**config.mk**
```make
export PLATFORM = sky130hd
export DESIGN_NAME = write_engine_top
export DESIGN_NICKNAME = d
export VERILOG_FILES = /design/src/write_engine_pkg.sv /design/src/write_engine_top.sv /design/src/write_response_tracker.sv /design/src/write_stream_control.sv /design/src/write_data_fifo.sv
export SDC_FILE = /design/constraint.sdc
export NUM_CORES = 2
export LEC_CHECK = 0
export BUFFER_PORTS_ARGS = -buffer_cell sky130_fd_sc_hd__buf_2
export CAP_MARGIN = 20
export CELL_PAD_IN_SITES_DETAIL_PLACEMENT = 1
export CELL_PAD_IN_SITES_GLOBAL_PLACEMENT = 1
export CORE_ASPECT_RATIO = 0.6
export CORE_MARGIN = 3
export CORE_UTILIZATION = 32
export DETAILED_ROUTE_END_ITERATION = 12
export GPL_TIMING_DRIVEN = 0
export PLACE_DENSITY = 0.58
export SYNTH_ARGS = -nofsm -noshare
export SYNTH_HDL_FRONTEND = slang
export SYNTH_SLANG_ARGS = --single-unit
```
**constraint.sdc**
```tcl
create_clock -name clock -period 7.9 [get_ports clock]
set_input_delay 0.79 -clock clock [delete_from_list [all_inputs] [get_ports clock]]
set_output_delay 0.79 -clock clock [all_outputs]
set_load 0.01 [all_outputs]
```
**src/write_engine_pkg.sv**
```systemverilog
`default_nettype none

package write_engine_pkg;

	////////////////////
	// Widths and basic types
	////////////////////

	localparam int unsigned ADDR_WIDTH  = 64;
	localparam int unsigned COUNT_WIDTH = 32;
	localparam int unsigned DATA_WIDTH  = 64;
	localparam int unsigned BYTES_WIDTH = 12;

	typedef logic [ADDR_WIDTH-1:0]  addr_t;
	typedef logic [COUNT_WIDTH-1:0] count_t;
	typedef logic [DATA_WIDTH-1:0]  data_t;
	typedef logic [BYTES_WIDTH-1:0] bytes_t;

	// Element geometry
	localparam int unsigned ELEMENT_BYTES     = 4;
	localparam int unsigned MAX_LINE_ELEMENTS = 2;

	////////////////////
	// Enums
	////////////////////

	typedef enum logic [1:0] {
		WRITE_NA = 2'd0,
		WRITE_MS = 2'd1
	} command_e;

	typedef enum logic [2:0] {
		RESET,
		IDLE,
		SET,
		START,
		REQ,
		PENDING,
		DONE,
		FINAL
	} stream_state_e;

	////////////////////
	// Bundles
	////////////////////

	typedef struct packed {
		logic valid;
		logic write_ms;
	} config_t;

	typedef struct packed {
		logic   valid;
		addr_t  array_base;
		count_t size_remaining;
	} wed_request_t;

	// Offset is counted in elements, not bytes
	typedef struct packed {
		logic   valid;
		count_t offset;
		count_t real_size;
		data_t  data;
	} write_data_line_t;

	typedef struct packed {
		logic     valid;
		command_e command;
		addr_t    address;
		bytes_t   size_bytes;
		count_t   real_size;
	} write_command_t;

	typedef struct packed {
		logic   valid;
		count_t real_size;
	} write_response_t;

endpackage

`default_nettype wire
```
**src/write_engine_top.sv**
```systemverilog
`default_nettype none

module write_engine_top
	import write_engine_pkg::*;
#(
	parameter int unsigned MAX_OUTSTANDING = 8,
	parameter int unsigned FIFO_DEPTH      = 16
) (
	input  wire logic             clock,
	input  wire logic             rstn,
	input  wire logic             enable,
	input  wire config_t          config_in,
	input  wire wed_request_t     wed_request,
	input  wire write_data_line_t write_data_in,
	output logic                  data_buffer_alfull,
	input  wire logic             command_buffer_alfull,
	output write_command_t        write_command_out,
	output write_data_line_t      write_data_out,
	input  wire write_response_t  write_response_in,
	output count_t                elements_done,
	output logic                  stream_finished
);

	write_data_line_t head_line;
	logic             fifo_empty;
	logic             pop;
	write_command_t   command_stage;
	write_data_line_t data_stage;
	logic             response_pulse;

	write_data_fifo #(
		.FIFO_DEPTH(FIFO_DEPTH)
	) i_data_fifo (
		.clock     (clock),
		.rstn      (rstn),
		.push      (write_data_in.valid),
		.push_line (write_data_in),
		.pop       (pop),
		.head_line (head_line),
		.empty     (fifo_empty),
		.full      (),
		.alfull    (data_buffer_alfull)
	);

	write_stream_control #(
		.MAX_OUTSTANDING(MAX_OUTSTANDING)
	) i_control (
		.clock                 (clock),
		.rstn                  (rstn),
		.enable                (enable),
		.config_in             (config_in),
		.wed_request           (wed_request),
		.head_line             (head_line),
		.fifo_empty            (fifo_empty),
		.command_buffer_alfull (command_buffer_alfull),
		.response_pulse        (response_pulse),
		.pop                   (pop),
		.command_stage         (command_stage),
		.data_stage            (data_stage),
		.stream_finished       (stream_finished)
	);

	////////////////////
	// Output register
	////////////////////

	// Second stage after the pop, holds while disabled
	always_ff @(posedge clock or negedge rstn) begin
		if (!rstn) begin
			write_command_out <= '0;
			write_data_out    <= '0;
		end else if (enable) begin
			write_command_out <= command_stage;
			write_data_out    <= data_stage;
		end
	end

	write_response_tracker i_tracker (
		.clock          (clock),
		.rstn           (rstn),
		.enable         (enable),
		.response_in    (write_response_in),
		.response_pulse (response_pulse),
		.elements_done  (elements_done)
	);

endmodule

`default_nettype wire

```
**src/write_response_tracker.sv**
```systemverilog
`default_nettype none

module write_response_tracker
	import write_engine_pkg::*;
(
	input  wire logic            clock,
	input  wire logic            rstn,
	input  wire logic            enable,
	input  wire write_response_t response_in,
	output logic                 response_pulse,
	output count_t               elements_done
);

	write_response_t response_reg;

	// Cleared while disabled so a held response is not counted twice
	always_ff @(posedge clock or negedge rstn) begin
		if (!rstn) begin
			response_reg <= '0;
		end else if (enable) begin
			response_reg <= response_in;
		end else begin
			response_reg <= '0;
		end
	end

	assign response_pulse = response_reg.valid;

	////////////////////
	// Running total
	////////////////////

	always_ff @(posedge clock or negedge rstn) begin
		if (!rstn) begin
			elements_done <= '0;
		end else if (response_reg.valid) begin
			elements_done <= elements_done + response_reg.real_size;
		end
	end

endmodule

`default_nettype wire

```
**src/write_stream_control.sv**
```systemverilog
`default_nettype none

module write_stream_control
	import write_engine_pkg::*;
#(
	parameter int unsigned MAX_OUTSTANDING = 8
) (
	input  wire logic             clock,
	input  wire logic             rstn,
	input  wire logic             enable,
	input  wire config_t          config_in,
	input  wire wed_request_t     wed_request,
	input  wire write_data_line_t head_line,
	input  wire logic             fifo_empty,
	input  wire logic             command_buffer_alfull,
	input  wire logic             response_pulse,
	output logic                  pop,
	output write_command_t        command_stage,
	output write_data_line_t      data_stage,
	output logic                  stream_finished
);

	localparam int unsigned BATCH_W = $clog2(MAX_OUTSTANDING + 1);

	typedef logic [BATCH_W-1:0] batch_count_t;

	stream_state_e state;
	stream_state_e next_state;
	wed_request_t  wed_latched;
	addr_t         array_base;
	count_t        size_remaining;
	logic          write_ms;
	batch_count_t  issue_count;
	batch_count_t  response_count;
	logic          window_open;
	command_e      command_kind;

	// Command kind follows the latched configuration
	always_ff @(posedge clock or negedge rstn) begin
		if (!rstn) begin
			write_ms <= 1'b0;
		end else if (config_in.valid) begin
			write_ms <= config_in.write_ms;
		end
	end

	assign command_kind = write_ms ? WRITE_MS : WRITE_NA;

	////////////////////
	// Stream FSM
	////////////////////

	always_ff @(posedge clock or negedge rstn) begin
		if (!rstn) begin
			state <= RESET;
		end else if (enable) begin
			state <= next_state;
		end
	end

	assign window_open = (issue_count < batch_count_t'(MAX_OUTSTANDING)) && (size_remaining != '0);

	always_comb begin
		next_state = state;
		case (state)
			RESET:   next_state = IDLE;
			IDLE:    if (wed_request.valid) next_state = SET;
			SET:     next_state = START;
			START:   next_state = REQ;
			REQ:     if (!window_open) next_state = PENDING;
			PENDING: if (response_count == issue_count) next_state = DONE;
			DONE:    next_state = (size_remaining != '0) ? START : FINAL;
			FINAL:   next_state = FINAL;
			default: next_state = RESET;
		endcase
	end

	assign stream_finished = (state == FINAL);

	assign pop = enable && (state == REQ) && !fifo_empty && !command_buffer_alfull && window_open;

	////////////////////
	// Descriptor and batch counters
	////////////////////

	always_ff @(posedge clock or negedge rstn) begin
		if (!rstn) begin
			wed_latched    <= '0;
			array_base     <= '0;
			size_remaining <= '0;
		end else if (enable) begin
			if (state == IDLE && wed_request.valid) begin
				wed_latched <= wed_request;
			end
			if (state == SET) begin
				array_base     <= wed_latched.array_base;
				size_remaining <= wed_latched.size_remaining;
			end else if (pop) begin
				// Saturate on a short last line
				if (head_line.real_size >= size_remaining) begin
					size_remaining <= '0;
				end else begin
					size_remaining <= size_remaining - head_line.real_size;
				end
			end
		end
	end

	// Responses still count while enable is low
	always_ff @(posedge clock or negedge rstn) begin
		if (!rstn) begin
			issue_count    <= '0;
			response_count <= '0;
		end else if (state == START) begin
			issue_count    <= '0;
			response_count <= '0;
		end else begin
			if (pop) begin
				issue_count <= issue_count + 1'b1;
			end
			if (response_pulse) begin
				response_count <= response_count + 1'b1;
			end
		end
	end

	////////////////////
	// Command formation
	////////////////////

	always_ff @(posedge clock or negedge rstn) begin
		if (!rstn) begin
			command_stage <= '0;
			data_stage    <= '0;
		end else if (enable) begin
			if (pop) begin
				command_stage.valid      <= 1'b1;
				command_stage.command    <= command_kind;
				command_stage.address    <= array_base +
					addr_t'(head_line.offset) * addr_t'(ELEMENT_BYTES);
				command_stage.size_bytes <= bytes_t'(head_line.real_size * ELEMENT_BYTES);
				command_stage.real_size  <= head_line.real_size;
				data_stage               <= head_line;
				data_stage.valid         <= 1'b1;
			end else begin
				command_stage <= '0;
				data_stage    <= '0;
			end
		end
	end

	assert property (@(posedge clock) disable iff (!rstn) response_count <= issue_count)
		else $error("batch response count exceeds batch issue count");

	assert property (@(posedge clock) disable iff (!rstn)
		pop |-> (head_line.real_size >= 1) && (head_line.real_size <= MAX_LINE_ELEMENTS))
		else $error("popped line carries an illegal element count");

endmodule

`default_nettype wire

```
**src/write_data_fifo.sv**
```systemverilog
`default_nettype none

module write_data_fifo
	import write_engine_pkg::*;
#(
	parameter int unsigned FIFO_DEPTH = 16
) (
	input  wire logic             clock,
	input  wire logic             rstn,
	input  wire logic             push,
	input  wire write_data_line_t push_line,
	input  wire logic             pop,
	output write_data_line_t      head_line,
	output logic                  empty,
	output logic                  full,
	output logic                  alfull
);

	localparam int unsigned PTR_W    = (FIFO_DEPTH > 1) ? $clog2(FIFO_DEPTH) : 1;
	localparam int unsigned COUNT_W  = $clog2(FIFO_DEPTH + 1);
	localparam int unsigned HEADROOM = FIFO_DEPTH / 4;

	write_data_line_t   storage [FIFO_DEPTH];
	logic [PTR_W-1:0]   rd_ptr;
	logic [PTR_W-1:0]   wr_ptr;
	logic [COUNT_W-1:0] occupancy;
	logic               do_push;
	logic               do_pop;

	// Wrap for depths that are not a power of two
	function automatic logic [PTR_W-1:0] next_ptr(input logic [PTR_W-1:0] ptr);
		if (ptr == PTR_W'(FIFO_DEPTH - 1)) begin
			return '0;
		end
		return ptr + 1'b1;
	endfunction

	// Lines pushed while full are dropped
	assign do_push = push && !full;
	assign do_pop  = pop && !empty;

	always_ff @(posedge clock) begin
		if (do_push) begin
			storage[wr_ptr] <= push_line;
		end
	end

	always_ff @(posedge clock or negedge rstn) begin
		if (!rstn) begin
			rd_ptr    <= '0;
			wr_ptr    <= '0;
			occupancy <= '0;
		end else begin
			if (do_push) begin
				wr_ptr <= next_ptr(wr_ptr);
			end
			if (do_pop) begin
				rd_ptr <= next_ptr(rd_ptr);
			end
			case ({do_push, do_pop})
				2'b10:   occupancy <= occupancy + 1'b1;
				2'b01:   occupancy <= occupancy - 1'b1;
				default: occupancy <= occupancy;
			endcase
		end
	end

	////////////////////
	// Status flags
	////////////////////

	assign empty  = (occupancy == '0);
	assign full   = (occupancy == COUNT_W'(FIFO_DEPTH));
	// Raised once the free slots drop to the headroom
	assign alfull = ((COUNT_W'(FIFO_DEPTH) - occupancy) <= COUNT_W'(HEADROOM));

	assign head_line = empty ? '0 : storage[rd_ptr];

	assert property (@(posedge clock) disable iff (!rstn) push |-> !full)
		else $error("write data line pushed into a full FIFO");

	assert property (@(posedge clock) disable iff (!rstn) pop |-> !empty)
		else $error("pop requested from an empty write data FIFO");

endmodule

`default_nettype wire

```
==> metrics <==
status finished clean; cell seen most often among critical-path stages buf_6; Slew HR 15.9%; share of cells above drive strength 1 32.7%; critical path fanouts, max 19; Die Wd ~760 um; multiplexer share of the synthesized area 16.6%; largest cells by area after synthesis edfxtp_1, dfrtp_1, mux4_2; Internal Dissipation 0.0317 W; WL final 338,000 um; Worst EP required 8.64 ns; Critical Path AT 8.45 ns; CTS Buf Count 277; sequential fraction of the synthesis area a little over 70%; H-Tree Depth 5; total gr overflow 0; slowest CP cell a211oi_1; Root Buffer clkbuf_16; mean post-synth cell area ~20 um2; die height around 460 um; vias in the first global route 61,122; Worst Hold Class primary input to flop; 1st-iter DRT viols 5,500; sw power 0.0158 W; routed wire length per instance 30.1 um; adder-cell area share of the yosys netlist 1.36%; placed cells 10,687; Core ar. 0.335 mm2; register name with the most flops i_data_fifo.storage; CP Class flop to flop; Port Buffers 534; Non-Filler Instances approximately 11,000; clock insertion delay at the later pin of the skew report 0.88 ns; Final Util 38.4%; power share of the clock group between 20% and 30%; combinational power share roughly a third; maxcap violations 0; CTS tree yes; Post-Syn Area ~0.11 mm2; total number of vias 58,988; synth unique cells 92; FF-to-FF path depth 22; Mapped Cells 5,552; Seq cells post-synth between 2,000 and 3,000; NumNets Final approximately 6,900; die footprint 0.345 mm2; Tmin final 7.70 ns; DP HPWL 230,000 um; Fmax achieved ~0.13 GHz; max-slew violations 0; drt first pass iters 5; RSZ-0062 raised after global routing no; first-pass GRT wire length 476,000 um; biggest regs i_data_fifo.storage: 2048 flops, i_control.data_stage: 129 flops, write_command_out: 98 flops; largest net degree at the start of global routing 108; DRT antenna net count 0; hold path cells 2; Clk pin slew, worst setup/hold paths about 0.060 ns; Finish-stage setup viols 0; Synth top area share 56.8%; via/cell ratio roughly 5.3; RePlAce Congestion 0.804; Post-synth EDFFs a little over 2,000; Largest register FFs 2,048; Switching Share 33.3%; Hold Worst Slack 0.147 ns; Max rail drop VDD 0.224 mV; total number of yosys warnings 0; startpoint type of the worst setup path flop; CP endpoint kind flop; total leakage power 46.5 nW; Worst-Margin Slew 1.26 ns; Synth Area in Compound Gates ~4.4%; Area Overhead vs Synth 18.8%; Pwr per Cell Area around 370 mW/mm2; Synth Area in Simple Gates 2.59%; main flop type after synthesis edfxtp_1; antenna violations before repair 113; critical path cell sequence buf_6 -> buf_6 -> buf_6 -> clkbuf_1 -> buf_8 -> clkbuf_2 -> mux4_2 -> mux2i_1 -> a211oi_1 -> ha_1 -> nand3_1 -> o21ai_0 -> o21ai_0 -> nand4_1 -> a31oi_1 -> o21ai_1 -> a31oi_2 -> nor3_4 -> o21ai_2 -> a2111oi_1 -> xor2_1 -> a22o_1; row count 164; Synth Area in XOR/XNOR 1.05%; Top Ports 539; DRC 0; Max Root-Sink Buffers 4; GRT Overall Usage 19.2%; ys async rst share between 20% and 30%; skew final 0.0598 ns; clk sink count 2,718; sequential fraction of design power a little under two fifths; largest family of logic cells by synthesized area multiplexers; Synth area leader edfxtp_1; final hold vios 0; max incr delay on CP 0.87 ns; initial core utilization 32.3%; crit share post-route 97.5%
[Yosys cell counts, types with 7 or more instances]
library cell  number
buf_4             47
nor4_1            14
xnor2_1           60
nand4_1           22
o21a_1            10
nand2b_1          47
maj3_1             7
a211oi_1          54
or2_2              8
dfrtp_1          670
nor2_1           131
buf_2             12
a221oi_1          27
o21ai_1            8
o2bb2ai_1         34
a21o_1            43
o21bai_1          12
inv_1             55
o31ai_1            8
mux4_2           576
a22o_1           159
mux2i_1           83
nand3_1           34
nor2b_1           51
nand2_1          112
buf_1             41
clkbuf_1         206
o22ai_1            9
a21oi_1           98
mux2_2           373
xor2_1            64
and2_1            55
a22oi_1           22
edfxtp_1        2048
nor3_1            21
and3_1            23
buf_6              7
o21ai_0           79
ha_1             104
a31oi_1           18
[layout make-up]
type / instances / area (um2)
clock buffers: 369 / 7720
multi-input cells: 2460 / 28300
well taps: 4482 / 5610
clock inverters: 126 / 1520
inverters: 57 / 214
repair buffers: 662 / 5310
plain buffers: 316 / 1570
fillers: 32666 / 206000
diodes: 24 / 60.1
flip-flops and latches: 2718 / 78300
[stage by stage]
stage | setup slack (ns) | setup TNS [ns] | cell area, um2 | power [W]
after floorplan | 1.91 | 0 | 108000 | 0.0280
after global placement | -9.86 | - | 116000 | 0.0335
after detailed placement | -1.52 | -54.25 | 119000 | 0.0341
after CTS | 0.0325 | 0 | 128000 | 0.0479
after global routing | 0.0265 | 0 | 129000 | 0.0498
final | 0.196 | 0 | 129000 | 0.0475
[per-layer routing]
layer	part of all wire (%)	GRT usage, %	vias to the layer above
met4	1.9	3.67	24
li1	-	-	24292
met2	45	29.3	1894
met5	0.044	0	-
met3	6.5	3.52	458
met1	47	28.8	32320
[what timing repair did]
action | CTS | global route
buffers inserted | 1 | 0
hold buffers | 1 | 0
endpoints found under the hold margin | 62 | 0
pin swaps | 1 | 0
gates resized for setup | 26 | 15
endpoints found under the setup margin | 75 | 44
[worst paths after layout]
kind	start	slack, ns	end
worst max register to register	i_data_fifo.rd_ptr[1]	0.20	i_control.command_stage[101]
worst min-delay path	wed_request[54]	0.15	i_control.wed_latched[54]
worst min register to register	i_tracker.elements_done[31]	0.48	i_tracker.elements_done[31]
worst max-delay path	i_data_fifo.rd_ptr[1]	0.20	i_control.command_stage[101]
max in group asynchronous	rstn	5.52	i_control.data_stage[26]
min in group asynchronous	rstn	0.51	write_command_out[26]
[logic make-up after synthesis]
family | Yosys count
buffers and inverters | 376
other | 1
flip-flops | 2718
adder cells (fa/ha/maj) | 117
XOR/XNOR | 127
AO/OA/AOI/OAI | 639
multiplexers | 1032
AND/OR/NAND/NOR | 542
[worst max-delay path, delay by kind of cell (launching register included)]
kind | cells | cell delay [ns]
AOI/OAI and AO/OA | 9 | 3.71
xor gates and xnor gates | 1 | 0.20
adders and majority gates | 1 | 0.46
buffers and inverters | 6 | 1.80
DFF | 1 | 0.37
muxes | 2 | 0.36
and+or+nand+nor | 3 | 0.60
[placed cells by master, fill, tap and decap left out, types with 34 or more instances in the layout]
master	instances
o2bb2ai_1	34
clkbuf_16	286
nand2b_1	47
nor2b_1	51
inv_1	55
nor2_1	131
xor2_1	64
nand3_1	34
a21oi_1	98
a211oi_1	50
buf_8	55
mux4_2	576
mux2i_1	83
ha_1	104
dfrtp_1	670
buf_16	60
edfxtp_1	2048
xnor2_1	60
nand2_1	112
buf_1	36
mux2_2	373
clkinv_2	42
buf_4	55
buf_2	545
a21o_1	43
and2_1	39
o21ai_0	77
a22o_1	159
clkbuf_1	238
[power by group through the flow]
stage / Combinational (W) / Sequential [W] / Clock, W
after global routing: 0.0170 / 0.0182 / 0.0146
after floorplan: 0.00980 / 0.0182 / 0
after detailed placement: 0.0158 / 0.0184 / 0
after CTS: 0.0159 / 0.0181 / 0.0139
after global placement: 0.0148 / 0.0186 / 0
final: 0.0158 / 0.0181 / 0.0136
Note: power is estimated with default switching activity, not from simulation.
